**config.mk**
```make
export PLATFORM = sky130hd
export DESIGN_NAME = mem_32
export DESIGN_NICKNAME = d
export VERILOG_FILES = /design/src/hw/mips_pkg.sv /design/src/hw/mem_32.sv
export SDC_FILE = /design/constraint.sdc
export NUM_CORES = 2
export LEC_CHECK = 0
export BUFFER_PORTS_ARGS = -buffer_cell sky130_fd_sc_hd__buf_4
export CORE_ASPECT_RATIO = 0.5
export CORE_MARGIN = 5
export CORE_UTILIZATION = 45
export CTS_CLUSTER_SIZE = 25
export DETAILED_ROUTE_END_ITERATION = 16
export PLACE_DENSITY = 0.68
export SLEW_MARGIN = 10
export SYNTH_ARGS = -nofsm -noshare
export SYNTH_HDL_FRONTEND = slang
export SYNTH_SLANG_ARGS = --single-unit
```
**constraint.sdc**
```tcl
create_clock -name clk -period 2.87 [get_ports clk]
set_input_delay 0.287 -clock clk [delete_from_list [all_inputs] [get_ports clk]]
set_output_delay 0.287 -clock clk [all_outputs]
set_load 0.005 [all_outputs]
```
**src/hw/mips_pkg.sv**
```systemverilog
//--------------------------------------------------
// mips package
// instruction formats, opcode/funct/alu codes and
// memory sizes for the single-cycle core
//--------------------------------------------------
package mips_pkg;

	typedef struct packed {
		logic [5:0] opcode;
		logic [4:0] rs;
		logic [4:0] rt;
		logic [4:0] rd;
		logic [4:0] shamt;
		logic [5:0] funct;
	} r_fmt_t;

	typedef struct packed {
		logic [5:0]  opcode;
		logic [4:0]  rs;
		logic [4:0]  rt;
		logic [15:0] imm;
	} i_fmt_t;

	typedef struct packed {
		logic [5:0]  opcode;
		logic [25:0] target;
	} j_fmt_t;

	// one fetched word, three ways to read it
	typedef union packed {
		r_fmt_t r;
		i_fmt_t i;
		j_fmt_t j;
	} instr_t;

	localparam logic [5:0] OP_RTYPE = 6'b000000;
	localparam logic [5:0] OP_LW    = 6'b100011;
	localparam logic [5:0] OP_SW    = 6'b101011;
	localparam logic [5:0] OP_BEQ   = 6'b000100;
	localparam logic [5:0] OP_ADDI  = 6'b001000;
	localparam logic [5:0] OP_J     = 6'b000010;

	localparam logic [5:0] FN_ADD = 6'b100000;
	localparam logic [5:0] FN_SUB = 6'b100010;
	localparam logic [5:0] FN_AND = 6'b100100;
	localparam logic [5:0] FN_OR  = 6'b100101;
	localparam logic [5:0] FN_SLT = 6'b101010;

	typedef enum logic [1:0] {
		ALU_MEM   = 2'b00, // add, address calc
		ALU_BEQ   = 2'b01, // subtract for compare
		ALU_ARITH = 2'b10  // look at funct
	} alu_op_t;

	localparam int IMEM_WORDS = 64;
	localparam int DMEM_WORDS = 64;
	localparam int IMEM_AW    = 6;
	localparam int DMEM_AW    = 6;

endpackage

```
**src/hw/mem_32.sv**
```systemverilog
//--------------------------------------------------
// word ram
// async read, write on the edge; program and data
//--------------------------------------------------
module mem_32 #(
	parameter int depth = mips_pkg::IMEM_WORDS,
	parameter int aw    = mips_pkg::IMEM_AW
) (
	input  logic          clk,
	input  logic          arst_n,
	input  logic [aw-1:0] addr,
	output logic [31:0]   rdata,
	input  logic          we,
	input  logic [31:0]   wdata
);

	logic [31:0] mem [depth];

	always_ff @(posedge clk or negedge arst_n) begin
		if (!arst_n) begin
			for (int i = 0; i < depth; i++) begin
				mem[i] <= '0;
			end
		end else if (we) begin
			mem[addr] <= wdata;
		end
	end

	// addresses past depth read as zero
	assign rdata = (int'(addr) < depth) ? mem[addr] : 32'd0;

	a_wr_in_range: assert property (@(posedge clk) disable iff (!arst_n)
		we |-> (int'(addr) < depth))
		else $error("mem_32: write past end of array, addr %0d", addr);

endmodule

```
# Yosys cells after proc, flatten, opt, wreduce, memory -nomap -nowiden
# Cells that the tools add are included.
[totals]
register_bits = 2048
latchBits = 0
mem_bits_rw = 0
rom_bits = 0
in_bits = 41
out_inout_bits = 32
wordCells = 74
memories = 0
[classes]
n_addsub = 0
n_mul = 0
div = 0
order_cmp = 2
eq_ne = 0
shifts = 0
n_mux = 6
n_bitwise = 1
n_reduce_logical = 1
[op_table]
columns = ["cell", "count"]
rows = [
  ["$bwmux 2048", 1],
  ["$bmux 32 s6", 1],
  ["$demux 32 s6", 1],
  ["$mux 32", 3],
  ["$ge 7x7->1 const B", 1],
  ["$lt 7x1->1 const B", 1],
  ["$not 6->7", 1],
  ["$logic_and 1x1->1", 1],
]

# Longest topological paths before layout
[depth]
ltp_word = 6
mapped_depth = 11
depth_no_buf = 6

# Worst setup path before layout
# Ideal clock, no wire load.
[synth_path]
path_kind = "input to output"
from = "input port addr[2]"
to = "output port rdata[11]"
t_arrival_ns = 1.985
required_ns = 2.583
slack_ns = 0.598
stages = 7
path_buffers = 3
cell_sequence = "buf_2 -> buf_2 -> clkbuf_1 -> mux4_2 -> mux2i_1 -> o21ai_0 -> or4_1"
[synth_between]
elab_chain_len = 4
[synth_rtl]
columns = ["item", "line_no", "text"]
rows = [
  ["start: declaration", "mem_32.sv:11", "input logic [aw-1:0] addr,"],
  ["$not 6->7 (implied by the code)", "mem_32.sv:30", "assign rdata = (int'(addr) < depth) ? mem[addr] : 32'd0;"],
  ["$bmux 32 s6", "mem_32.sv:30", ""],
  ["$mux 32 (implied by the code) (2 in series)", "mem_32.sv:30", ""],
  ["end: declaration", "mem_32.sv:12", "output logic [31:0] rdata,"],
]
# Every way passes these cells. The select of a mux whose other input is x is not followed.

# Worst setup path in the final report
[layout_path]
from = "register mem[1067] (netlist bit)"
to = "output port rdata[11]"
[layout_between]
elab_chain_len = 3
[layout_rtl]
columns = ["item", "line_no", "text"]
rows = [
  ["start: declaration", "mem_32.sv:17", "logic [31:0] mem [depth];"],
  ["start signal: indexed assignment", "mem_32.sv:25", "mem[addr] <= wdata;"],
  ["$bmux 32 s6", "mem_32.sv:30", ""],
  ["$mux 32 (implied by the code) (2 in series)", "mem_32.sv:30", ""],
]
# Every way passes these cells. The select of a mux whose other input is x is not followed.

==> impl_metrics.csv <==
group,metric,value,unit
sta,setup_violations,25,
global_route,grt_pass1_vias,63927,
floorplan,fp.dieArea,214700,um^2
global_route,grt_pass1_wl,461900,um
critical_path,rrSetupSlack,1.87,ns
placement,dp_hpwl,200500,um
yosys,synth_edf_count,0,
yosys,yosysWarnings,0,
yosys,synth_top_area_share,55.56,%
placement,gp_congestion,0.8834,
drt,drc,0,
clock_tree,clock_latency,0.84,ns
final_layout,layoutNonFillerInstCount,9843,
clock_tree,cts_buffers,187,
critical_path,cp.required,2.58,ns
floorplan,core_region_area,203600,um^2
final_layout,multi_input_area,38990,um^2
worst_hold_path,min_from,"wdata[16]",
clock_tree,clock_path_buffers,3,
sta,hold_viol,0,
final_layout,regMostFlops,"mem",
power,p_per_area,646.2,nW/um^2
yosys,yosysTopAreaCell,"dfrtp_1",
sta,worst_pin_slew,1.173,ns
critical_path,cp_slowest_cell,"or4_4",
sta,layout_min_cycle_time,3.262,ns
power,p_comb_share,13.4,%
sta,rsz0062_at_grt,"yes",
clock_tree,tritoncts,"yes",
floorplan,start_util,45.30,%
yosys,async_flop_share,100.0,%
drt,wire_per_inst,32.26,um
critical_path,crit_type,"reg -> out",
critical_path,crit_path_end_kind,"output pin",
floorplan,ios,73,
power,ir_worst_vdd,599.5,uV
power,p_sw,17.93,mW
yosys,synth_cell_types,60,
final_layout,area_delta_synth_final,16.83,%
power,clkPwrFrac,36.7,%
final_layout,largest_reg_flops,2048,
drt,firstDrtPassIters,8,
yosys,ys.flop_type,"dfrtp_1",
drt,viasPerCell,6.550,
yosys,synth_sequential_area_ratio,55.56,%
clock_tree,clkTransAtPathRegs,0.07,ns
final_layout,final_nets,6987,
sta,fin_skew,0,ns
critical_path,crit_path_max_incr_delay,0.50,ns
final_layout,mostFrequentLayoutCells,"mux2_2, dfrtp_1, buf_4",
power,leakagePower,49.15,nW
final_layout,fillers,16766,
sta,relSlewSlack,21.54,%
critical_path,crit_start,"mem[1067]",
yosys,synth_fp_nets,6849,
placement,dp_cells,9488,
floorplan,die_h,330.1,um
critical_path,worst-path-buf-inv,2,
global_route,antenna_found_initial,17,
sta,hold_ws,0.1006,ns
yosys,synth_cells,6808,
critical_path,crit_fanout,2,
final_layout,final_core_util,52.92,%
final_layout,final_common_cell,"mux2_2",
yosys,synth-seq-cells,2048,
critical_path,path_delay_family,"simple AND/OR/NAND/NOR gates",
run,maxCapViolCount,0,
drt,antenna_left,0,
clock_tree,cts_max_level,4,
final_layout,register_area,51250,um^2
power,sw_frac_of_total,25.75,%
clock_tree,cts_sinks,2048,
drt,drtIter0Drc,7260,
power,p_int,51.70,mW
sta,period_share,113.7,%
global_route,grt_max_degree,136,
floorplan,num_rows,117,
placement,port_buffers,72,
critical_path,worstReg2RegStart,"mem[1050]",
worst_hold_path,holdCritPathClass,"in -> reg",
yosys,syn_avg_cell_area,13.55,um^2
critical_path,cp.arrival,2.98,ns
floorplan,die_w,650.3,um
yosys,synth.area.top_cells,"dfrtp_1, mux2_2, a22oi_1",
placement,dpl-instance-area,100400,um^2
final_layout,reg_top3,"mem x2048",
sta,maxSlewViolCount,0,
critical_path,startpoint_type,"flop",
sta,worst_slack,-0.3924,ns
yosys,synthesis.area,92240,um^2
run_status,violations,"setup timing",
final_layout,fin_area,107800,um^2
sta,fmax,306.5,MHz
drt,routed_wirelength,317500,um
placement,place_ws,-0.4699,ns
power,pwr-share-seq,49.9,%
run_status,status,"finished with violations",
critical_path,path_cells,"mux2i_1 -> o22ai_1 -> a221o_1 -> o21ai_2 -> buf_4 -> nand4_1 -> or4_4 -> buf_6",
final_layout,drive_gt1_share,47.65,%
global_route,grt_usage,29.18,%
global_route,grt_overflow_total,0,
clock_tree,root_buffer,"clkbuf_16",
drt,vias,64469,
power,total_power,69.63,mW
sta,fin_tns_setup,-3.967,ns
-- synth_stat cells (all sizes together), types with 5 or more instances --
cell and number:
clkbuf 302, dfrtp 2048, nand3 25, mux2i 111, nor2b 9, buf 455, a222oi 6, and4 6
a21oi 266, or2 5, a22o 52, a221o 14, o32ai 6, mux2 2082, nand2 113, a31oi 8
o211ai 21, o2bb2ai 12, nand2b 20, nor3 12, or4 13, and3 7, or3 9, nor2 83
o22ai 85, a22oi 428, o21ai 150, mux4 63, nand4 11, nor4 18, o2111ai 8, a221oi 273
a211oi 27, o221ai 17
-- worst paths after layout --
| path | endpoint | cells past startpoint |
|---|---|---|
| min reg2reg | mem[1936] | 1 |
| min in group asynchronous | mem[223] | 3 |
| max | rdata[11] | 8 |
| max reg2reg | mem[1050] | 3 |
| max in group asynchronous | mem[288] | 4 |
| min | mem[176] | 2 |
-- metal layers --
| metal | GRT usage (%) | vias to the layer above | part of all wire [%] |
|---|---|---|---|
| li1 | - | 25880 | - |
| met5 | 0 | - | 0.043 |
| met3 | 8.289 | 733 | 11 |
| met1 | 41.84 | 34470 | 42 |
| met4 | 11.18 | 20 | 4.5 |
| met2 | 42.02 | 3366 | 42 |
-- cell families (layout without fill, tap and decap cells) --
group	count (synthesis)	count (layout)	synth area share (%)
AND/OR/NAND/NOR	341	341	1.800
flip-flops	2048	2048	55.56
other	0	4	0
multiplexers	2256	2256	28.16
AO/OA/AOI/OAI	1404	1404	10.80
buffers and inverters	759	1053	3.676
-- timing repair --
| item | in CTS | in global routing |
|---|---|---|
| buffers inserted | 7 | 4 |
| setup endpoints to repair | 32 | 31 |
| gates cloned | 0 | 1 |
| hold endpoints to repair | 1330 | 0 |
| hold buffers | 3 | 0 |
| resized for setup | 150 | 92 |
| pin swaps | 59 | 52 |
-- worst register-to-register path, stage by stage (launching register included) --
cell,delay [ns]
dfrtp_1,0.38
buf_4,0.13
buf_4,0.12
mux2_2,0.26
-- power groups by stage --
stage / logic [mW] / clock network, mW / registers (mW)
floorplan: 5.89 / 0 / 34.5
global placement: 8.72 / 0 / 35.0
detailed placement: 8.98 / 0 / 35.1
CTS: 9.18 / 25.8 / 34.7
global route: 10.0 / 27.0 / 35.1
finish: 9.33 / 25.6 / 34.7
-- area by class of cell --
cell class                      count  share of cell area, %
Sequential cell                  2048                  47.56
Multi-Input combinational cell   4001                  36.19
Timing Repair Buffer              706                  7.316
Clock buffer                      291                  5.201
Tap cell                         2737                  3.178
Clock inverter                     54                 0.5411
Antenna cell                        4               0.009289
Inverter                            2               0.006967
Note: power is estimated with default switching activity, not from simulation.
