[src/hw/mips_pkg.sv]
//--------------------------------------------------
// mips package
// instruction formats, opcode/funct/alu codes and
// memory sizes for the single-cycle core
//--------------------------------------------------
package mips_pkg;

	typedef struct packed {
		logic [5:0] opcode;
		logic [4:0] rs;
		logic [4:0] rt;
		logic [4:0] rd;
		logic [4:0] shamt;
		logic [5:0] funct;
	} r_fmt_t;

	typedef struct packed {
		logic [5:0]  opcode;
		logic [4:0]  rs;
		logic [4:0]  rt;
		logic [15:0] imm;
	} i_fmt_t;

	typedef struct packed {
		logic [5:0]  opcode;
		logic [25:0] target;
	} j_fmt_t;

	// one fetched word, three ways to read it
	typedef union packed {
		r_fmt_t r;
		i_fmt_t i;
		j_fmt_t j;
	} instr_t;

	localparam logic [5:0] OP_RTYPE = 6'b000000;
	localparam logic [5:0] OP_LW    = 6'b100011;
	localparam logic [5:0] OP_SW    = 6'b101011;
	localparam logic [5:0] OP_BEQ   = 6'b000100;
	localparam logic [5:0] OP_ADDI  = 6'b001000;
	localparam logic [5:0] OP_J     = 6'b000010;

	localparam logic [5:0] FN_ADD = 6'b100000;
	localparam logic [5:0] FN_SUB = 6'b100010;
	localparam logic [5:0] FN_AND = 6'b100100;
	localparam logic [5:0] FN_OR  = 6'b100101;
	localparam logic [5:0] FN_SLT = 6'b101010;

	typedef enum logic [1:0] {
		ALU_MEM   = 2'b00, // add, address calc
		ALU_BEQ   = 2'b01, // subtract for compare
		ALU_ARITH = 2'b10  // look at funct
	} alu_op_t;

	localparam int IMEM_WORDS = 64;
	localparam int DMEM_WORDS = 64;
	localparam int IMEM_AW    = 6;
	localparam int DMEM_AW    = 6;

endpackage

[src/hw/ctrl_if.sv]
//--------------------------------------------------
// control bus
// decoded steering signals from decoder to datapath
//--------------------------------------------------
interface ctrl_if;
	mips_pkg::alu_op_t alu_op;
	logic mem_toreg;
	logic mem_write;
	logic mem_read;
	logic branch;
	logic alu_src;
	logic reg_dst;
	logic reg_write;
	logic jump;
	logic illegal; // opcode not in the supported set

	modport decoder (output alu_op, mem_toreg, mem_write, mem_read, branch,
		alu_src, reg_dst, reg_write, jump, illegal);

	modport datapath (input alu_op, mem_toreg, mem_write, mem_read, branch,
		alu_src, reg_dst, reg_write, jump, illegal);
endinterface

[src/hw/control_32.sv]
//--------------------------------------------------
// main control decoder
// opcode in, datapath steering and illegal flag out
//--------------------------------------------------
module control_32 (
	input  logic [5:0] opcode,
	ctrl_if.decoder    ctrl
);

	always_comb begin
		// everything off unless the opcode asks for it
		ctrl.alu_op    = mips_pkg::ALU_MEM;
		ctrl.mem_toreg = 1'b0;
		ctrl.mem_write = 1'b0;
		ctrl.mem_read  = 1'b0;
		ctrl.branch    = 1'b0;
		ctrl.alu_src   = 1'b0;
		ctrl.reg_dst   = 1'b0;
		ctrl.reg_write = 1'b0;
		ctrl.jump      = 1'b0;
		ctrl.illegal   = 1'b0;

		case (opcode)
			mips_pkg::OP_RTYPE: begin
				ctrl.alu_op    = mips_pkg::ALU_ARITH;
				ctrl.reg_dst   = 1'b1; // write rd
				ctrl.reg_write = 1'b1;
			end

			mips_pkg::OP_LW: begin
				ctrl.alu_op    = mips_pkg::ALU_MEM;
				ctrl.mem_toreg = 1'b1;
				ctrl.mem_read  = 1'b1;
				ctrl.alu_src   = 1'b1;
				ctrl.reg_write = 1'b1;
			end

			mips_pkg::OP_SW: begin
				ctrl.alu_op    = mips_pkg::ALU_MEM;
				ctrl.mem_write = 1'b1;
				ctrl.alu_src   = 1'b1;
			end

			mips_pkg::OP_BEQ: begin
				ctrl.alu_op = mips_pkg::ALU_BEQ; // zero flag means equal
				ctrl.branch = 1'b1;
			end

			mips_pkg::OP_ADDI: begin
				ctrl.alu_op    = mips_pkg::ALU_MEM;
				ctrl.alu_src   = 1'b1;
				ctrl.reg_write = 1'b1;
			end

			mips_pkg::OP_J: begin
				ctrl.jump = 1'b1;
			end

			default: begin
				ctrl.illegal = 1'b1;
			end
		endcase
	end

	// one memory access per instruction, never a read and a write together
	always_comb begin
		a_no_rd_wr: assert final (!(ctrl.mem_read && ctrl.mem_write))
			else $error("control_32: mem_read and mem_write both high, opcode %b", opcode);
	end

endmodule

[src/flat_wrapper.sv]
// flat-port wrapper written by rule: the top's interface ports become plain ports
module control_32_flat 
  (opcode, ctrl_alu_op, ctrl_mem_toreg, ctrl_mem_write, ctrl_mem_read, ctrl_branch, ctrl_alu_src, ctrl_reg_dst, ctrl_reg_write, ctrl_jump, ctrl_illegal);
  ctrl_if ctrl_i ();
  input  logic [5:0] opcode;
  output wire logic [$bits(ctrl_i.alu_op)-1:0] ctrl_alu_op;
  output wire logic [$bits(ctrl_i.mem_toreg)-1:0] ctrl_mem_toreg;
  output wire logic [$bits(ctrl_i.mem_write)-1:0] ctrl_mem_write;
  output wire logic [$bits(ctrl_i.mem_read)-1:0] ctrl_mem_read;
  output wire logic [$bits(ctrl_i.branch)-1:0] ctrl_branch;
  output wire logic [$bits(ctrl_i.alu_src)-1:0] ctrl_alu_src;
  output wire logic [$bits(ctrl_i.reg_dst)-1:0] ctrl_reg_dst;
  output wire logic [$bits(ctrl_i.reg_write)-1:0] ctrl_reg_write;
  output wire logic [$bits(ctrl_i.jump)-1:0] ctrl_jump;
  output wire logic [$bits(ctrl_i.illegal)-1:0] ctrl_illegal;
  assign ctrl_alu_op = ctrl_i.alu_op;
  assign ctrl_mem_toreg = ctrl_i.mem_toreg;
  assign ctrl_mem_write = ctrl_i.mem_write;
  assign ctrl_mem_read = ctrl_i.mem_read;
  assign ctrl_branch = ctrl_i.branch;
  assign ctrl_alu_src = ctrl_i.alu_src;
  assign ctrl_reg_dst = ctrl_i.reg_dst;
  assign ctrl_reg_write = ctrl_i.reg_write;
  assign ctrl_jump = ctrl_i.jump;
  assign ctrl_illegal = ctrl_i.illegal;
  control_32 u_core (.opcode(opcode), .ctrl(ctrl_i));
endmodule
[config.mk]
export PLATFORM = sky130hd
export DESIGN_NAME = control_32_flat
export DESIGN_NICKNAME = d
export VERILOG_FILES = /design/src/hw/mips_pkg.sv /design/src/hw/ctrl_if.sv /design/src/hw/control_32.sv /design/src/flat_wrapper.sv
export SDC_FILE = /design/constraint.sdc
export NUM_CORES = 1
export LEC_CHECK = 0
export ABC_CLOCK_PERIOD_IN_PS = 1000
export BUFFER_PORTS_ARGS = -buffer_cell sky130_fd_sc_hd__buf_2
export CORE_AREA = 8 8 45 47
export DETAILED_ROUTE_END_ITERATION = 6
export DIE_AREA = 0 0 53 55
export GPL_TIMING_DRIVEN = 0
export MAX_ROUTING_LAYER = met4
export PLACE_DENSITY = 0.39
export SETUP_SLACK_MARGIN = 0.05
export SYNTH_ARGS = -nofsm -noshare
export SYNTH_HDL_FRONTEND = slang
export SYNTH_SLANG_ARGS = --single-unit
[constraint.sdc]
create_clock -name vclk -period 1
set_input_delay 0.1 -clock vclk [all_inputs]
set_output_delay 0.1 -clock vclk [all_outputs]
set_load 0.01 [all_outputs]
# Yosys cells after proc, flatten, opt, wreduce, memory -nomap -nowiden
# Cells that the tools add are included.
# totals
inputBits	6
ff_bits	0
elab_cells	18
# op_classes
muxes	9
reduce_logical	4
eq_ne	5
# ops
operator	count
6-bit == test (second input constant)	2
1-bit 2-to-1 mux	8
6-bit by 2-bit == test with 1-bit output (second input constant)	1
6-bit by 3-bit == test with 1-bit output (second input constant)	1
6-bit by 4-bit == test with 1-bit output (second input constant)	1
6-bit zero test	1
3-bit OR reduction	2
6-bit OR reduction	1
2-bit case mux with 2 select lines	1

# Logic depth before layout (Yosys ltp)
# depth
word_depth	3
depth_mapped	3

# Least setup slack after synthesis
# Ideal clock, no wire load.
# synth_path
path_type	input port to output port
from	input port opcode[5]
to	output port ctrl_alu_op[0]
slack_ns	-0.188
stages	3
t_required_ns	0.900
t_arrival_ns	1.088
n_path_buf	1
cell_sequence	or4_4 nor3b_2 buf_4
# synth_between
elab_chain_len	2
elab_cells_between_ends	3
# synth_rtl
item	line_no	rtl
from (decl)	flat_wrapper.sv:5	input logic [5:0] opcode;
6-bit by 3-bit == test with 1-bit output / 6-bit zero test (equally long branches)	control_32.sv:23	case (opcode)
2-bit case mux with 2 select lines *	control_32.sv:23	
to (decl)	flat_wrapper.sv:6	output wire logic [$bits(ctrl_i.alu_op)-1:0] ctrl_alu_op;
# Every way passes the cells marked *; elsewhere a longest branch is shown, timed or not.

# Worst setup path after layout
# layout_path
from	input port opcode[0]
to	output port ctrl_reg_dst
# layout_between
elab_chain_len	2
# layout_rtl
item	line_no	rtl
6-bit zero test	control_32.sv:23	
1-bit 2-to-1 mux	control_32.sv:23	
to (decl)	flat_wrapper.sv:12	output wire logic [$bits(ctrl_i.reg_dst)-1:0] ctrl_reg_dst;
# Every way passes these cells.

==> metrics.md <==
| Metric | Value |
|---|---|
| Outcome | complete, but fails checks |
| Failing checks | negative setup slack |
| Final setup vio count | 8 |
| Sequential Area | 0 um2 |
| Total track usage | under 10% |
| Gr ovfl total | 0 |
| DRC errors left | 0 |
| Drt pass-1 iters | 2 |
| Top Ports | 17 |
| First-pass GRT wire length | 1260 um |
| Antenna diodes | 0 |
| Placed cell area | roughly 290 um2 |
| Die height | roughly 55 um |
| Vias per cell | approximately 4.8 |
| Avg Cell Area, Syn | about 7.7 um2 |
| Initial antenna violation count | 0 |
| CLK BUF | 0 |
| Post-synthesis simple-gate area fraction | between 60 and 70% |
| Setup crit start kind | primary input |
| Placer Congestion | approximately 0.65 |
| Via count | roughly 290 |
| Synth Area in Compound Gates | 21.3% |
| Post-layout min period | around 1.3 ns |
| Area leader, netlist | or4b_1 |
| Post-Syn Area | ~170 um2 |
| Peak Freq | approximately 800 MHz |
| Die Wd | 53 um |
| Drt wl/cell | roughly 13 um |
| Max Slew Vio Count | 0 |
| Final Hold Viols | 0 |
| PortBufs | 17 |
| Hold bufs inserted after CTS | 0 |
| Largest net degree at the start of global routing | 11 |
| PnR worst setup slack | -0.276 ns |
| Main combinational cell family by area after synthesis | simple AND/OR/NAND/NOR gates |
| Core Area | about 1400 um2 |
| Max VDD drop | 0.102 mV |
| Max-cap viol count | 0 |
| FP Rows | 14 |
| Yosys warning count | 0 |
| DR iter-0 viols | 1 |
| Slew headroom | between 80% and 90% |
| Post-Synth XOR/XNOR Area | 0% |
| Seq Cell Count | 0 |
| RSZ-0062 raised after global routing | yes |
| Worst-margin pin slew | between 0.2 and 0.25 ns |
| Synth top cells by count | 3 x nor3_1, 2 x buf_4, 2 x nor4_1, 2 x or4b_1 |
| Dpl hpwl | ~530 um |
| Most common cell in the synthesized netlist | nor3_1 |
| Top cells by area, synth | or4b_1 12%, nor3_1 8.8%, buf_4 8.8% |
| Synth-to-Final Area Change | 164% |
| Final period utilization | 128% |
| Adder-cell share of the synthesized area | 0% |
| Syn Inst Count | 22 |
| Area fraction of the dominant cell type after synthesis | a little under an eighth |
| Fill cell count | approximately 160 |
| Setup TNS | -1.47 ns |
| Final instance area | 449 um2 |
| Leakage | just under 0.2 nW |
| PD cells | 301 nW/um2 |
| Antenna Nets Post-Route | 0 |
| Required time of the critical path | about 0.90 ns |
| HP Class | primary input to output port |
| Critical Path Sink Type | output port |
| Post-synthesis cell type count | 17 |
| Final #Nets | between 50 and 60 |
| Final core utilization | around 32% |
| Initial Util | about 12% |
| Vias in the first global route | approximately 270 |
| Worst-path maximum fanout | 4 |
| Total power | 0.135 mW |
| Hold WS | roughly 0.46 ns |
| Crit path arrival time | around 1.2 ns |
| Share of layout cells above drive strength 1 | 79.5% |
| Post-Syn Nets | 28 |
| Crit path kind | primary input to output port |
| Mux share of post-synthesis cell area | 0% |
| Die ar. | about 2900 um2 |
| Seq/Total Area, Yosys | 0% |
| Post-Route WL | 790 um |
## critical path, stage by stage
cell and delay (ns):
buf_8 0.10, or4_4 0.54, buf_4 0.16, nor3_1 0.12, buf_2 0.16
## placed cells by master, fill, tap and decap left out, drive strengths merged
master / count
buf: 24
nor3: 3
nor4: 2
a211oi: 2
or4b: 2
or4: 1
nor3b: 1
nand3: 1
nor4b: 1
and4b: 1
a2111oi: 1
inv: 1
o31ai: 1
nand4b: 1
or3: 1
clkbuf: 1
## power breakdown
| group | leakage, nW | internal, mW | switching (mW) |
|---|---|---|---|
| Clock | 0 | 0 | 0 |
| Combinational | 0.193 | 0.0750 | 0.0605 |
| Sequential | 0 | 0 | 0 |
| Total | 0.193 | 0.0750 | 0.0605 |
## kinds of logic (layout without fill, tap and decap cells)
group                  after synthesis  after routing
and+or+nand+nor                     14             14
AOI/OAI and AO/OA                    4              4
buffers and inverters                4             26
## final timing paths
check	from	end	slack, ns	depth (start not counted)
worst max-delay path	opcode[0]	ctrl_reg_dst	-0.28	5
worst min-delay path	opcode[4]	ctrl_jump	0.46	3
## final cells by class
type	instances	area, um2	share of cell area [%]
multi-input cells	18	203	45.1
repair buffers	22	193	42.9
plain buffers	3	30.0	6.69
well taps	16	20.0	4.46
inverters	1	3.75	0.836
## metrics by stage
step                cells  setup slack (ns)
finish                 60            -0.276
global route           60            -0.304
CTS                    57            -0.286
detailed placement     55            -0.364
global placement       55            -0.355
floorplan              22            -0.140
## per-layer routing
metal	track usage (%)	wire length [um]	share of wire, %	up-vias
li1	-	-	-	137
met1	7.54	368	47	134
met2	7.81	319	40	14
met3	1.07	103	13	0
met4	0	0	0	0
met5	-	0	0	-
## timing repair
item	4_1_cts	5_1_grt
gates resized for setup	17	8
buffers inserted	2	2
setup endpoints to repair	10	10
pin swaps	4	3
gates cloned	0	1
endpoints found under the hold margin	0	0
No activity file was read; power rests on OpenSTA's default activity.
