File: src/hw/mips_pkg.sv
//--------------------------------------------------
// mips package
// instruction formats, opcode/funct/alu codes and
// memory sizes for the single-cycle core
//--------------------------------------------------
package mips_pkg;

	typedef struct packed {
		logic [5:0] opcode;
		logic [4:0] rs;
		logic [4:0] rt;
		logic [4:0] rd;
		logic [4:0] shamt;
		logic [5:0] funct;
	} r_fmt_t;

	typedef struct packed {
		logic [5:0]  opcode;
		logic [4:0]  rs;
		logic [4:0]  rt;
		logic [15:0] imm;
	} i_fmt_t;

	typedef struct packed {
		logic [5:0]  opcode;
		logic [25:0] target;
	} j_fmt_t;

	// one fetched word, three ways to read it
	typedef union packed {
		r_fmt_t r;
		i_fmt_t i;
		j_fmt_t j;
	} instr_t;

	localparam logic [5:0] OP_RTYPE = 6'b000000;
	localparam logic [5:0] OP_LW    = 6'b100011;
	localparam logic [5:0] OP_SW    = 6'b101011;
	localparam logic [5:0] OP_BEQ   = 6'b000100;
	localparam logic [5:0] OP_ADDI  = 6'b001000;
	localparam logic [5:0] OP_J     = 6'b000010;

	localparam logic [5:0] FN_ADD = 6'b100000;
	localparam logic [5:0] FN_SUB = 6'b100010;
	localparam logic [5:0] FN_AND = 6'b100100;
	localparam logic [5:0] FN_OR  = 6'b100101;
	localparam logic [5:0] FN_SLT = 6'b101010;

	typedef enum logic [1:0] {
		ALU_MEM   = 2'b00, // add, address calc
		ALU_BEQ   = 2'b01, // subtract for compare
		ALU_ARITH = 2'b10  // look at funct
	} alu_op_t;

	localparam int IMEM_WORDS = 64;
	localparam int DMEM_WORDS = 64;
	localparam int IMEM_AW    = 6;
	localparam int DMEM_AW    = 6;

endpackage

File: src/hw/ctrl_if.sv
//--------------------------------------------------
// control bus
// decoded steering signals from decoder to datapath
//--------------------------------------------------
interface ctrl_if;
	mips_pkg::alu_op_t alu_op;
	logic mem_toreg;
	logic mem_write;
	logic mem_read;
	logic branch;
	logic alu_src;
	logic reg_dst;
	logic reg_write;
	logic jump;
	logic illegal; // opcode not in the supported set

	modport decoder (output alu_op, mem_toreg, mem_write, mem_read, branch,
		alu_src, reg_dst, reg_write, jump, illegal);

	modport datapath (input alu_op, mem_toreg, mem_write, mem_read, branch,
		alu_src, reg_dst, reg_write, jump, illegal);
endinterface

File: src/hw/alu_32.sv
//--------------------------------------------------
// alu
// add, sub, and, or, slt with a zero flag
//--------------------------------------------------
module alu_32 (
	input  mips_pkg::alu_op_t alu_op,
	input  logic [5:0]        funct,
	input  logic [31:0]       a,
	input  logic [31:0]       b,
	output logic [31:0]       result,
	output logic              zero
);

	logic signed_lt;

	assign signed_lt = $signed(a) < $signed(b);

	always_comb begin
		result = '0;
		case (alu_op)
			mips_pkg::ALU_MEM: begin
				result = a + b; // lw, sw, addi
			end

			mips_pkg::ALU_BEQ: begin
				result = a - b;
			end

			mips_pkg::ALU_ARITH: begin
				case (funct)
					mips_pkg::FN_ADD: result = a + b;
					mips_pkg::FN_SUB: result = a - b;
					mips_pkg::FN_AND: result = a & b;
					mips_pkg::FN_OR:  result = a | b;
					mips_pkg::FN_SLT: result = {31'd0, signed_lt};
					default:          result = '0; // unknown funct
				endcase
			end

			default: begin
				result = '0;
			end
		endcase
	end

	assign zero = (result == 32'd0);

endmodule

File: src/hw/reg_file_32.sv
//--------------------------------------------------
// register file
// 32x32, two async reads, one write, r0 tied to zero
//--------------------------------------------------
module reg_file_32 (
	input  logic        clk,
	input  logic        arst_n,
	input  logic [4:0]  ra1,
	input  logic [4:0]  ra2,
	output logic [31:0] rd1,
	output logic [31:0] rd2,
	input  logic        we,
	input  logic [4:0]  wa,
	input  logic [31:0] wd
);

	logic [31:0] regs [1:31]; // r0 has no storage

	always_ff @(posedge clk or negedge arst_n) begin
		if (!arst_n) begin
			for (int i = 1; i < 32; i++) begin
				regs[i] <= '0;
			end
		end else if (we && wa != 5'd0) begin
			regs[wa] <= wd;
		end
	end

	assign rd1 = (ra1 == 5'd0) ? 32'd0 : regs[ra1];
	assign rd2 = (ra2 == 5'd0) ? 32'd0 : regs[ra2];

	a_r0_zero: assert property (@(posedge clk) disable iff (!arst_n)
		(ra1 == 5'd0) |-> (rd1 == 32'd0))
		else $error("reg_file_32: r0 read back nonzero");

endmodule

File: src/hw/core_32.sv
//--------------------------------------------------
// datapath
// pc, halt, operand/writeback muxes and the
// load/peek access to both rams while stopped
//--------------------------------------------------
module core_32 (
	input  logic                          clk,
	input  logic                          arst_n,
	input  logic                          run,
	input  logic                          load_we,
	input  logic [mips_pkg::IMEM_AW-1:0]  load_addr,
	input  logic [31:0]                   load_data,
	input  logic [mips_pkg::DMEM_AW-1:0]  peek_addr,
	output logic [31:0]                   peek_data,
	output logic [5:0]                    opcode,
	ctrl_if.datapath                      ctrl,
	output logic [mips_pkg::IMEM_AW-1:0]  imem_addr,
	input  logic [31:0]                   imem_rdata,
	output logic                          imem_we,
	output logic [31:0]                   imem_wdata,
	output logic [mips_pkg::DMEM_AW-1:0]  dmem_addr,
	input  logic [31:0]                   dmem_rdata,
	output logic                          dmem_we,
	output logic [31:0]                   dmem_wdata,
	output logic [mips_pkg::IMEM_AW-1:0]  pc,
	output logic                          halted
);

	mips_pkg::instr_t instr;
	logic active;
	logic [31:0] imm_ext;
	logic [31:0] rd1;
	logic [31:0] rd2;
	logic [31:0] alu_b;
	logic [31:0] alu_result;
	logic alu_zero;
	logic [4:0] wa;
	logic [31:0] load_word;
	logic [31:0] wb_data;
	logic [mips_pkg::IMEM_AW-1:0] pc_inc;
	logic [mips_pkg::IMEM_AW-1:0] pc_next;

	assign active = run && !halted;

	// program ram: fetch while running, load port while stopped
	assign imem_addr  = run ? pc : load_addr;
	assign imem_we    = !run && load_we;
	assign imem_wdata = load_data;

	assign instr  = imem_rdata;
	assign opcode = instr.r.opcode;

	assign imm_ext = {{16{instr.i.imm[15]}}, instr.i.imm};
	assign alu_b   = ctrl.alu_src ? imm_ext : rd2;
	assign wa      = ctrl.reg_dst ? instr.r.rd : instr.r.rt;

	reg_file_32 rf_i (
		.clk    (clk),
		.arst_n (arst_n),
		.ra1    (instr.r.rs),
		.ra2    (instr.r.rt),
		.rd1    (rd1),
		.rd2    (rd2),
		.we     (active && ctrl.reg_write),
		.wa     (wa),
		.wd     (wb_data)
	);

	alu_32 alu_i (
		.alu_op (ctrl.alu_op),
		.funct  (instr.r.funct),
		.a      (rd1),
		.b      (alu_b),
		.result (alu_result),
		.zero   (alu_zero)
	);

	// lw/sw addresses are byte addresses, the ram is word indexed
	assign dmem_addr  = run ? alu_result[mips_pkg::DMEM_AW+1:2] : peek_addr;
	assign dmem_we    = active && ctrl.mem_write;
	assign dmem_wdata = rd2;
	assign peek_data  = dmem_rdata;

	assign load_word = ctrl.mem_read ? dmem_rdata : 32'd0;
	assign wb_data   = ctrl.mem_toreg ? load_word : alu_result;

	// pc counts words, branch offset is in words too
	assign pc_inc = pc + 1'b1;

	always_comb begin
		pc_next = pc_inc;
		if (ctrl.jump) begin
			pc_next = instr.j.target[mips_pkg::IMEM_AW-1:0];
		end else if (ctrl.branch && alu_zero) begin
			pc_next = pc_inc + imm_ext[mips_pkg::IMEM_AW-1:0];
		end
	end

	always_ff @(posedge clk or negedge arst_n) begin
		if (!arst_n) begin
			pc     <= '0;
			halted <= 1'b0;
		end else if (active) begin
			if (ctrl.illegal) begin
				halted <= 1'b1; // pc stays on the bad word
			end else begin
				pc <= pc_next;
			end
		end
	end

	a_pc_hold: assert property (@(posedge clk) disable iff (!arst_n)
		!run |=> $stable(pc))
		else $error("core_32: pc moved while run was low");

endmodule

File: src/flat_wrapper.sv
// flat-port wrapper written by rule: the top's interface ports become plain ports
module core_32_flat 
  (clk, arst_n, run, load_we, load_addr, load_data, peek_addr, peek_data, opcode, imem_addr, imem_rdata, imem_we, imem_wdata, dmem_addr, dmem_rdata, dmem_we, dmem_wdata, pc, halted, ctrl_alu_op, ctrl_mem_toreg, ctrl_mem_write, ctrl_mem_read, ctrl_branch, ctrl_alu_src, ctrl_reg_dst, ctrl_reg_write, ctrl_jump, ctrl_illegal);
  ctrl_if ctrl_i ();
  input  logic clk;
  input  logic arst_n;
  input  logic run;
  input  logic load_we;
  input  logic [mips_pkg::IMEM_AW-1:0] load_addr;
  input  logic [31:0] load_data;
  input  logic [mips_pkg::DMEM_AW-1:0] peek_addr;
  output logic [31:0] peek_data;
  output logic [5:0] opcode;
  output logic [mips_pkg::IMEM_AW-1:0] imem_addr;
  input  logic [31:0] imem_rdata;
  output logic imem_we;
  output logic [31:0] imem_wdata;
  output logic [mips_pkg::DMEM_AW-1:0] dmem_addr;
  input  logic [31:0] dmem_rdata;
  output logic dmem_we;
  output logic [31:0] dmem_wdata;
  output logic [mips_pkg::IMEM_AW-1:0] pc;
  output logic halted;
  input wire logic [$bits(ctrl_i.alu_op)-1:0] ctrl_alu_op;
  input wire logic [$bits(ctrl_i.mem_toreg)-1:0] ctrl_mem_toreg;
  input wire logic [$bits(ctrl_i.mem_write)-1:0] ctrl_mem_write;
  input wire logic [$bits(ctrl_i.mem_read)-1:0] ctrl_mem_read;
  input wire logic [$bits(ctrl_i.branch)-1:0] ctrl_branch;
  input wire logic [$bits(ctrl_i.alu_src)-1:0] ctrl_alu_src;
  input wire logic [$bits(ctrl_i.reg_dst)-1:0] ctrl_reg_dst;
  input wire logic [$bits(ctrl_i.reg_write)-1:0] ctrl_reg_write;
  input wire logic [$bits(ctrl_i.jump)-1:0] ctrl_jump;
  input wire logic [$bits(ctrl_i.illegal)-1:0] ctrl_illegal;
  assign ctrl_i.alu_op = ctrl_alu_op;
  assign ctrl_i.mem_toreg = ctrl_mem_toreg;
  assign ctrl_i.mem_write = ctrl_mem_write;
  assign ctrl_i.mem_read = ctrl_mem_read;
  assign ctrl_i.branch = ctrl_branch;
  assign ctrl_i.alu_src = ctrl_alu_src;
  assign ctrl_i.reg_dst = ctrl_reg_dst;
  assign ctrl_i.reg_write = ctrl_reg_write;
  assign ctrl_i.jump = ctrl_jump;
  assign ctrl_i.illegal = ctrl_illegal;
  core_32 u_core (.clk(clk), .arst_n(arst_n), .run(run), .load_we(load_we), .load_addr(load_addr), .load_data(load_data), .peek_addr(peek_addr), .peek_data(peek_data), .opcode(opcode), .ctrl(ctrl_i), .imem_addr(imem_addr), .imem_rdata(imem_rdata), .imem_we(imem_we), .imem_wdata(imem_wdata), .dmem_addr(dmem_addr), .dmem_rdata(dmem_rdata), .dmem_we(dmem_we), .dmem_wdata(dmem_wdata), .pc(pc), .halted(halted));
endmodule
File: config.mk
export PLATFORM = sky130hd
export DESIGN_NAME = core_32_flat
export DESIGN_NICKNAME = d
export VERILOG_FILES = /design/src/hw/mips_pkg.sv /design/src/hw/ctrl_if.sv /design/src/hw/alu_32.sv /design/src/hw/reg_file_32.sv /design/src/hw/core_32.sv /design/src/flat_wrapper.sv
export SDC_FILE = /design/constraint.sdc
export NUM_CORES = 2
export LEC_CHECK = 0
export BUFFER_PORTS_ARGS = -buffer_cell sky130_fd_sc_hd__buf_2
export CAP_MARGIN = 10
export CELL_PAD_IN_SITES_DETAIL_PLACEMENT = 1
export CELL_PAD_IN_SITES_GLOBAL_PLACEMENT = 1
export CORE_UTILIZATION = 31
export DETAILED_ROUTE_END_ITERATION = 12
export PLACE_DENSITY = 0.63
export SYNTH_ARGS = -nofsm -noshare
export SYNTH_HDL_FRONTEND = slang
export SYNTH_SLANG_ARGS = --single-unit
File: constraint.sdc
create_clock -name clk -period 10.4 [get_ports clk]
set_input_delay 1.56 -clock clk [delete_from_list [all_inputs] [get_ports clk]]
set_output_delay 1.56 -clock clk [all_outputs]
set_load 0.05 [all_outputs]
Word level (Yosys, flattened, before mapping)
Index checks and enable logic that the tools add are counted.

Output and inout port bits: 123. Bits in registers: 999.

Mux-type cells: 21. Eq/ne operators: 7. Magnitude comparators: 5. Bitwise gates (word level): 6. Reductions and logical operators: 16. Add/subtract/negate cells: 4.

Operators by type and width (count): bitwise mux 992 bit (1); binary-select mux 32 bit (select 5 bit) (2); 2-to-1 mux 32 bit (10); demux 32 bit (select 5 bit) (1); case mux 32 bit (5 select lines) (1); case mux 32 bit (3 select lines) (1); adder 32 bit (1); AND 32 bit (1); zero test 32 bit (1); < comparator 32 bit (1); OR 32 bit (1); subtractor 32 bit (1); equality test 6 bit, second input constant (5); 2-to-1 mux 6 bit (4); greater-or-equal comparator 6 bit, second input constant (3); NOT 5 -> 6 bit (3); zero test 5 bit (2); logical AND 1 bit (7); adder 6 x 1 -> 6 bit, second input constant (1); adder 6 bit (1); < comparator 6 x 1 -> 1 bit, second input constant (1); 2-to-1 mux 5 bit (1); nonzero test 5 bit (1); AND reduction 2 bit (2); 5 further kinds (6).

Longest topological paths before layout
Depth in word-level cells: 13. Depth in mapped cells: 23. Mapped depth without buffers: 20.

By module
A second synthesis with hierarchy kept.

Cells, all modules: 4878. Area, all modules: 61221.2 um^2.

By module, submodules not included: reg_file_32 (cells an instance 3628, instances 1, area an instance 52948.3 um^2); alu_32 (cells an instance 920, instances 1, area an instance 6080.8 um^2); core_32 (cells an instance 330, instances 1, area an instance 2192.1 um^2).

Worst setup path after synthesis
OpenSTA, ideal clock, no wires.

Path kind: input port to output port. Start point: input port imem_rdata[16]. End point: output port dmem_addr[5] (netlist bit). Path slack: 2.679 ns. Arrival time: 6.161 ns. Required time: 8.840 ns. Buffers on the path: 3. Cell stages on the path: 15. Path through: clkbuf_1 clkbuf_1 buf_1 mux4_2 mux4_2 mux2i_1 o21a_1 ha_1 nor2b_1 o2111ai_1 nand3_1 a311oi_1 a221o_1 a22oi_1 a21oi_1.

Word-level cells in the longest chain between the ends: 10.

RTL lines: from (decl) (RTL line flat_wrapper.sv:15) `input logic [31:0] imem_rdata;`; NOT 5 -> 6 bit (implied by the code) (RTL line reg_file_32.sv:30) `assign rd2 = (ra2 == 5'd0) ? 32'd0 : regs[ra2];`; binary-select mux 32 bit (select 5 bit) (RTL line reg_file_32.sv:30); 2-to-1 mux 32 bit (implied by the code) (2 in a row) (RTL line reg_file_32.sv:30); 2-to-1 mux 32 bit * (RTL line reg_file_32.sv:30); 2-to-1 mux 32 bit * (RTL line core_32.sv:54) `assign alu_b = ctrl.alu_src ? imm_ext : rd2;`; subtractor 32 bit (tied with other cells) (RTL line alu_32.sv:26, alu_32.sv:32); case mux 32 bit (5 select lines) (RTL line alu_32.sv:30) `case (funct)`; case mux 32 bit (3 select lines) * (RTL line alu_32.sv:20) `case (alu_op)`; 2-to-1 mux 6 bit * (RTL line core_32.sv:79) `assign dmem_addr = run ? alu_result[mips_pkg::DMEM_AW+1:2] : peek_addr;`; to (decl) (RTL line flat_wrapper.sv:18) `output logic [mips_pkg::DMEM_AW-1:0] dmem_addr;`.

Every way passes the cells marked *; elsewhere a longest branch is shown, timed or not. The select of a mux whose other input is x is not followed.

Final worst setup path
Start point: input port imem_rdata[16]. End point: output port dmem_addr[2] (netlist bit).

Same word-level chain as after synthesis.

==> out/metrics.cfg <==
[status]
run_status = completed

[synthesis]
ys_seq_elements = 999
post-synth-top-count-cell = sky130_fd_sc_hd__nand2_1
synth.top_cells.by_area = sky130_fd_sc_hd__dfrtp_1, sky130_fd_sc_hd__mux4_2, sky130_fd_sc_hd__o21ai_0
yosysSeqAreaShare_pct = 42.8
synthesis.area_um2 = 58300
average_size_of_a_mapped_cell_um2 = 10.7
total_of_warnings_raised_by_yosys = 0
synth.largest_area_cell = sky130_fd_sc_hd__dfrtp_1
async_reset_ff_share_pct = 100
ys_types = 87
yosysTopAreaCellShare_pct = 42.8
number_of_enable_flip_flop_cells_after_synthesis = 0
synth_cells = 5457
synthFlopType = sky130_fd_sc_hd__dfrtp_1
syn-num-nets = 5687
yosys-top-cells-count = sky130_fd_sc_hd__nand2_1, sky130_fd_sc_hd__o21ai_0, sky130_fd_sc_hd__dfrtp_1

[clock_tree]
tritoncts_num_sinks = 999
cts.clk_slew.worst_paths_ps = 60
htree_levels = 3
clock_tree.root_cell = sky130_fd_sc_hd__clkbuf_16
clock_tree.buffer_depth = 3
tritoncts_clock_tree = built
worst_skew_pair_latency_ps = 770
cts.hold.buffers_added = 0
cts-resized-gates = 0
numCtsBuffers = 107
cts_setup_buffers = 0

[pwr]
report.power.total_mw = 8.97
cellPowerDensity_nw_per_um2 = 138
power.static_leakage_nw = 27.6
switching_power_mw = 2.49
internal-power_mw = 6.49
clock_power_share_pct = 44.1
p_seq_share_pct = 44.3
switching_share_pct = 27.7
largest_voltage_drop_on_the_vdd_net_mv = 0.123
share_of_power_burned_in_combinational_logic_pct = 11.5

[timing]
setup_viol = 0
max_slew_margin_pct = 18.6
finalHoldViolations = 0
fmaxAchievable_mhz = 115
rsz0062_at_grt = false
fin_tns_setup_ps = 0
timing_worst_slew_pin_value_ps = 1220
timing.final.crit_period_ps = 8660
timing.hold.ws_ps = 498
period_share_pct = 83.3
worst_clock_skew_ps = 34.8
final-max-slew-violation-count = 0

[worst_setup_path]
worst-setup-path-type = in2out
critPathCapture = dmem_addr[2]
setup.worst_path.start = imem_rdata[16]
crit_path_max_fanout = 68
path_cells = buf_8 -> mux4_2 -> mux4_2 -> mux2i_1 -> o21ai_0 -> ha_1 -> inv_1 -> fa_1 -> nor3_1 -> or3_1 -> mux2i_1 -> mux2_2 -> a221oi_1 -> a21oi_1 -> buf_2
timing.critical_path.slowest_cell_delay_ps = 810
reg2regPathDepth = 19
cp_data_required_time_ps = 8840
crit_arrival_ps = 7100
worstSetupEndpointType = output pin
reg_to_reg_setup_timing_slack_ps = 3700
critical_path.reg2reg.endpoint = u_core.pc[5]
path_buf_inv = 3
timing.critical_path.max_delay_family = multiplexers
rr_startpoint = u_core.rf_i.regs[384]
setup.worst_path.start_class = input port
critical_path_cell_count = 15
crit_path_top_delay_cell = sky130_fd_sc_hd__mux2i_1

[layout]
fill_cells = 20500
finish.utilization_pct = 34.9
area_growth_syn_to_layout_pct = 11.3
drive_above_1_share_pct = 23.1
layout.nets = 5486
final_area_um2 = 64900

[grt]
antenna_violations_before_repair = 6
global_route.usage.total_pct = 23.1
first_global_vias = 47400
grt_start_max_net_pins = 164
grt_first_pass_wirelength_um = 327000
residual_overflow_from_global_routing = 0

[detailed_routing]
detailedRoute.firstPassIterationCount = 5
finalWirelength_um = 220000
highest-signal-layer = met5
vias = 45200
routed-wl-met3_um = 12400
wl_met2_um = 104000
routed_wire_length_per_instance_um = 28.2
wirelength_met1_um = 95500
vias_per_cell = 5.77
detailed_route_drc_error_count = 0
ant_nets = 0
first_iter_violations = 3907

[die]
design.die.area_um2 = 190000
io_pins = 246
core-area_um2 = 186000
floorplan.die.width_um = 436
placement_rows = 158
height_of_the_die_um = 436
initial_core_utilization_pct = 31.3

[placed_design]
portBuffers = 169
post-dp-hpwl_um = 134000
placedInstanceArea_um2 = 61300
place_congestion = 0.981

[flow_run]
max_cap_viol_count = 0

[min_path]
hold_path_class = reg2reg

==> flip-flops by register name, summed over array words and instances (netlist names) <==
| register | count |
|---|---|
| u_core.rf_i.regs | 992 |
| u_core.pc | 6 |
| u_core.halted | 1 |
==> worst register-to-register path, stage by stage (launching register included) <==
cell and delay [ps]:
sky130_fd_sc_hd__dfrtp_1 400, sky130_fd_sc_hd__mux4_2 480, sky130_fd_sc_hd__mux4_2 460, sky130_fd_sc_hd__mux2i_1 810, sky130_fd_sc_hd__o21ai_0 340, sky130_fd_sc_hd__ha_1 310
sky130_fd_sc_hd__inv_1 90, sky130_fd_sc_hd__fa_1 230, sky130_fd_sc_hd__nor3_1 100, sky130_fd_sc_hd__o311ai_1 330, sky130_fd_sc_hd__o211ai_1 320, sky130_fd_sc_hd__o211ai_1 640
sky130_fd_sc_hd__a21boi_0 210, sky130_fd_sc_hd__o21ai_0 270, sky130_fd_sc_hd__mux2i_1 220, sky130_fd_sc_hd__nor2_1 150, sky130_fd_sc_hd__nor4_1 530, sky130_fd_sc_hd__nand4_4 330
sky130_fd_sc_hd__o2111ai_1 240, sky130_fd_sc_hd__o311ai_2 130
==> power by group through the flow <==
stage          Combinational [mW]  Clock [mW]  Sequential, mW
2_1_floorplan               0.660           0            4.05
3_3_place_gp                 1.02           0            4.04
3_5_place_dp                 1.03           0            4.05
4_1_cts                      1.03        4.03            3.98
5_1_grt                      1.11        4.17            3.98
6_report                     1.03        3.96            3.98
==> through the flow <==
stage / setup WS, ps / instances
floorplan: 2680 / 5457
global placement: 1510 / 7627
detailed placement: 1500 / 7627
CTS: 1810 / 7820
global route: 1520 / 7821
finish: 1740 / 7825
==> routing by layer <==
| metal | GRT usage, % | vias to the layer above |
|---|---|---|
| met3 | 3.26 | 424 |
| met1 | 31.1 | 24000 |
| li1 | - | 19300 |
| met5 | 0 | - |
| met2 | 37.4 | 1471 |
| met4 | 9.22 | 2 |
==> area by class of cell <==
| class | count | area [um2] | share of cell area [%] |
|---|---|---|---|
| multi-input combinational | 3734 | 30800 | 47.5 |
| sequential | 999 | 25000 | 38.5 |
| clock buffer | 157 | 3170 | 4.88 |
| tap | 2480 | 3100 | 4.78 |
| timing repair buffer | 280 | 1910 | 2.94 |
| inverter | 134 | 503 | 0.775 |
| clock inverter | 36 | 407 | 0.626 |
| antenna | 5 | 12.5 | 0.0193 |
==> cell usage in the layout (no fill, tap or decap), types with 10 or more instances in the layout <==
| cell type | Yosys | final |
|---|---|---|
| sky130_fd_sc_hd__a21o_1 | 14 | 14 |
| sky130_fd_sc_hd__clkbuf_16 | 0 | 109 |
| sky130_fd_sc_hd__nand4_1 | 10 | 10 |
| sky130_fd_sc_hd__nand2b_1 | 11 | 11 |
| sky130_fd_sc_hd__o21bai_1 | 12 | 12 |
| sky130_fd_sc_hd__clkinv_2 | 0 | 19 |
| sky130_fd_sc_hd__mux4_2 | 576 | 576 |
| sky130_fd_sc_hd__nor3_1 | 27 | 26 |
| sky130_fd_sc_hd__o21ai_0 | 1056 | 1056 |
| sky130_fd_sc_hd__clkbuf_1 | 434 | 22 |
| sky130_fd_sc_hd__nor4_1 | 11 | 10 |
| sky130_fd_sc_hd__inv_1 | 134 | 134 |
| sky130_fd_sc_hd__nand2_1 | 1105 | 1077 |
| sky130_fd_sc_hd__o21a_1 | 21 | 21 |
| sky130_fd_sc_hd__mux2i_1 | 50 | 50 |
| sky130_fd_sc_hd__mux2_2 | 107 | 107 |
| sky130_fd_sc_hd__nand3_1 | 28 | 25 |
| sky130_fd_sc_hd__or3_1 | 11 | 11 |
| sky130_fd_sc_hd__o31ai_1 | 19 | 18 |
| sky130_fd_sc_hd__xnor2_1 | 15 | 15 |
| sky130_fd_sc_hd__a21oi_1 | 126 | 100 |
| sky130_fd_sc_hd__nor2b_1 | 26 | 24 |
| sky130_fd_sc_hd__a211oi_1 | 12 | 12 |
| sky130_fd_sc_hd__nor2_1 | 121 | 121 |
| sky130_fd_sc_hd__nand2_4 | 0 | 28 |
| sky130_fd_sc_hd__buf_2 | 24 | 159 |
| sky130_fd_sc_hd__a21oi_2 | 0 | 20 |
| sky130_fd_sc_hd__o221ai_1 | 12 | 12 |
| sky130_fd_sc_hd__clkbuf_8 | 0 | 26 |
| sky130_fd_sc_hd__buf_4 | 74 | 101 |
| sky130_fd_sc_hd__dfrtp_1 | 999 | 999 |
| sky130_fd_sc_hd__ha_1 | 104 | 104 |
| sky130_fd_sc_hd__a221o_1 | 14 | 14 |
| sky130_fd_sc_hd__a31oi_1 | 15 | 15 |
| sky130_fd_sc_hd__buf_12 | 0 | 13 |
| sky130_fd_sc_hd__a22o_1 | 64 | 64 |
==> worst min-delay path by stage <==
stage,startpoint,endpoint,slack [ps],cells after the start
5_1_grt,u_core.rf_i.regs[52],u_core.rf_i.regs[52],510,2
4_1_cts,u_core.halted,u_core.halted,500,1
3_3_place_gp,u_core.halted,u_core.halted,470,1
2_1_floorplan,u_core.rf_i.regs[896],u_core.rf_i.regs[896],460,2
3_5_place_dp,u_core.halted,u_core.halted,480,1
6_report,u_core.rf_i.regs[11],u_core.rf_i.regs[11],500,2
==> cell families (layout without fill, tap and decap cells) <==
family                     Yosys count  in the layout  synth area share, %
AOI/OAI and AO/OA                 1464           1464                 14.2
xor gates and xnor gates            19             19                0.285
adders and majority gates          107            107                 2.33
buffers and inverters              724            607                 5.21
DFF                                999            999                 42.8
muxes                              733            733                 25.2
other                                0              5                    0
and+or+nand+nor                   1411           1411                 9.93
(Power assumes the default switching activity.)
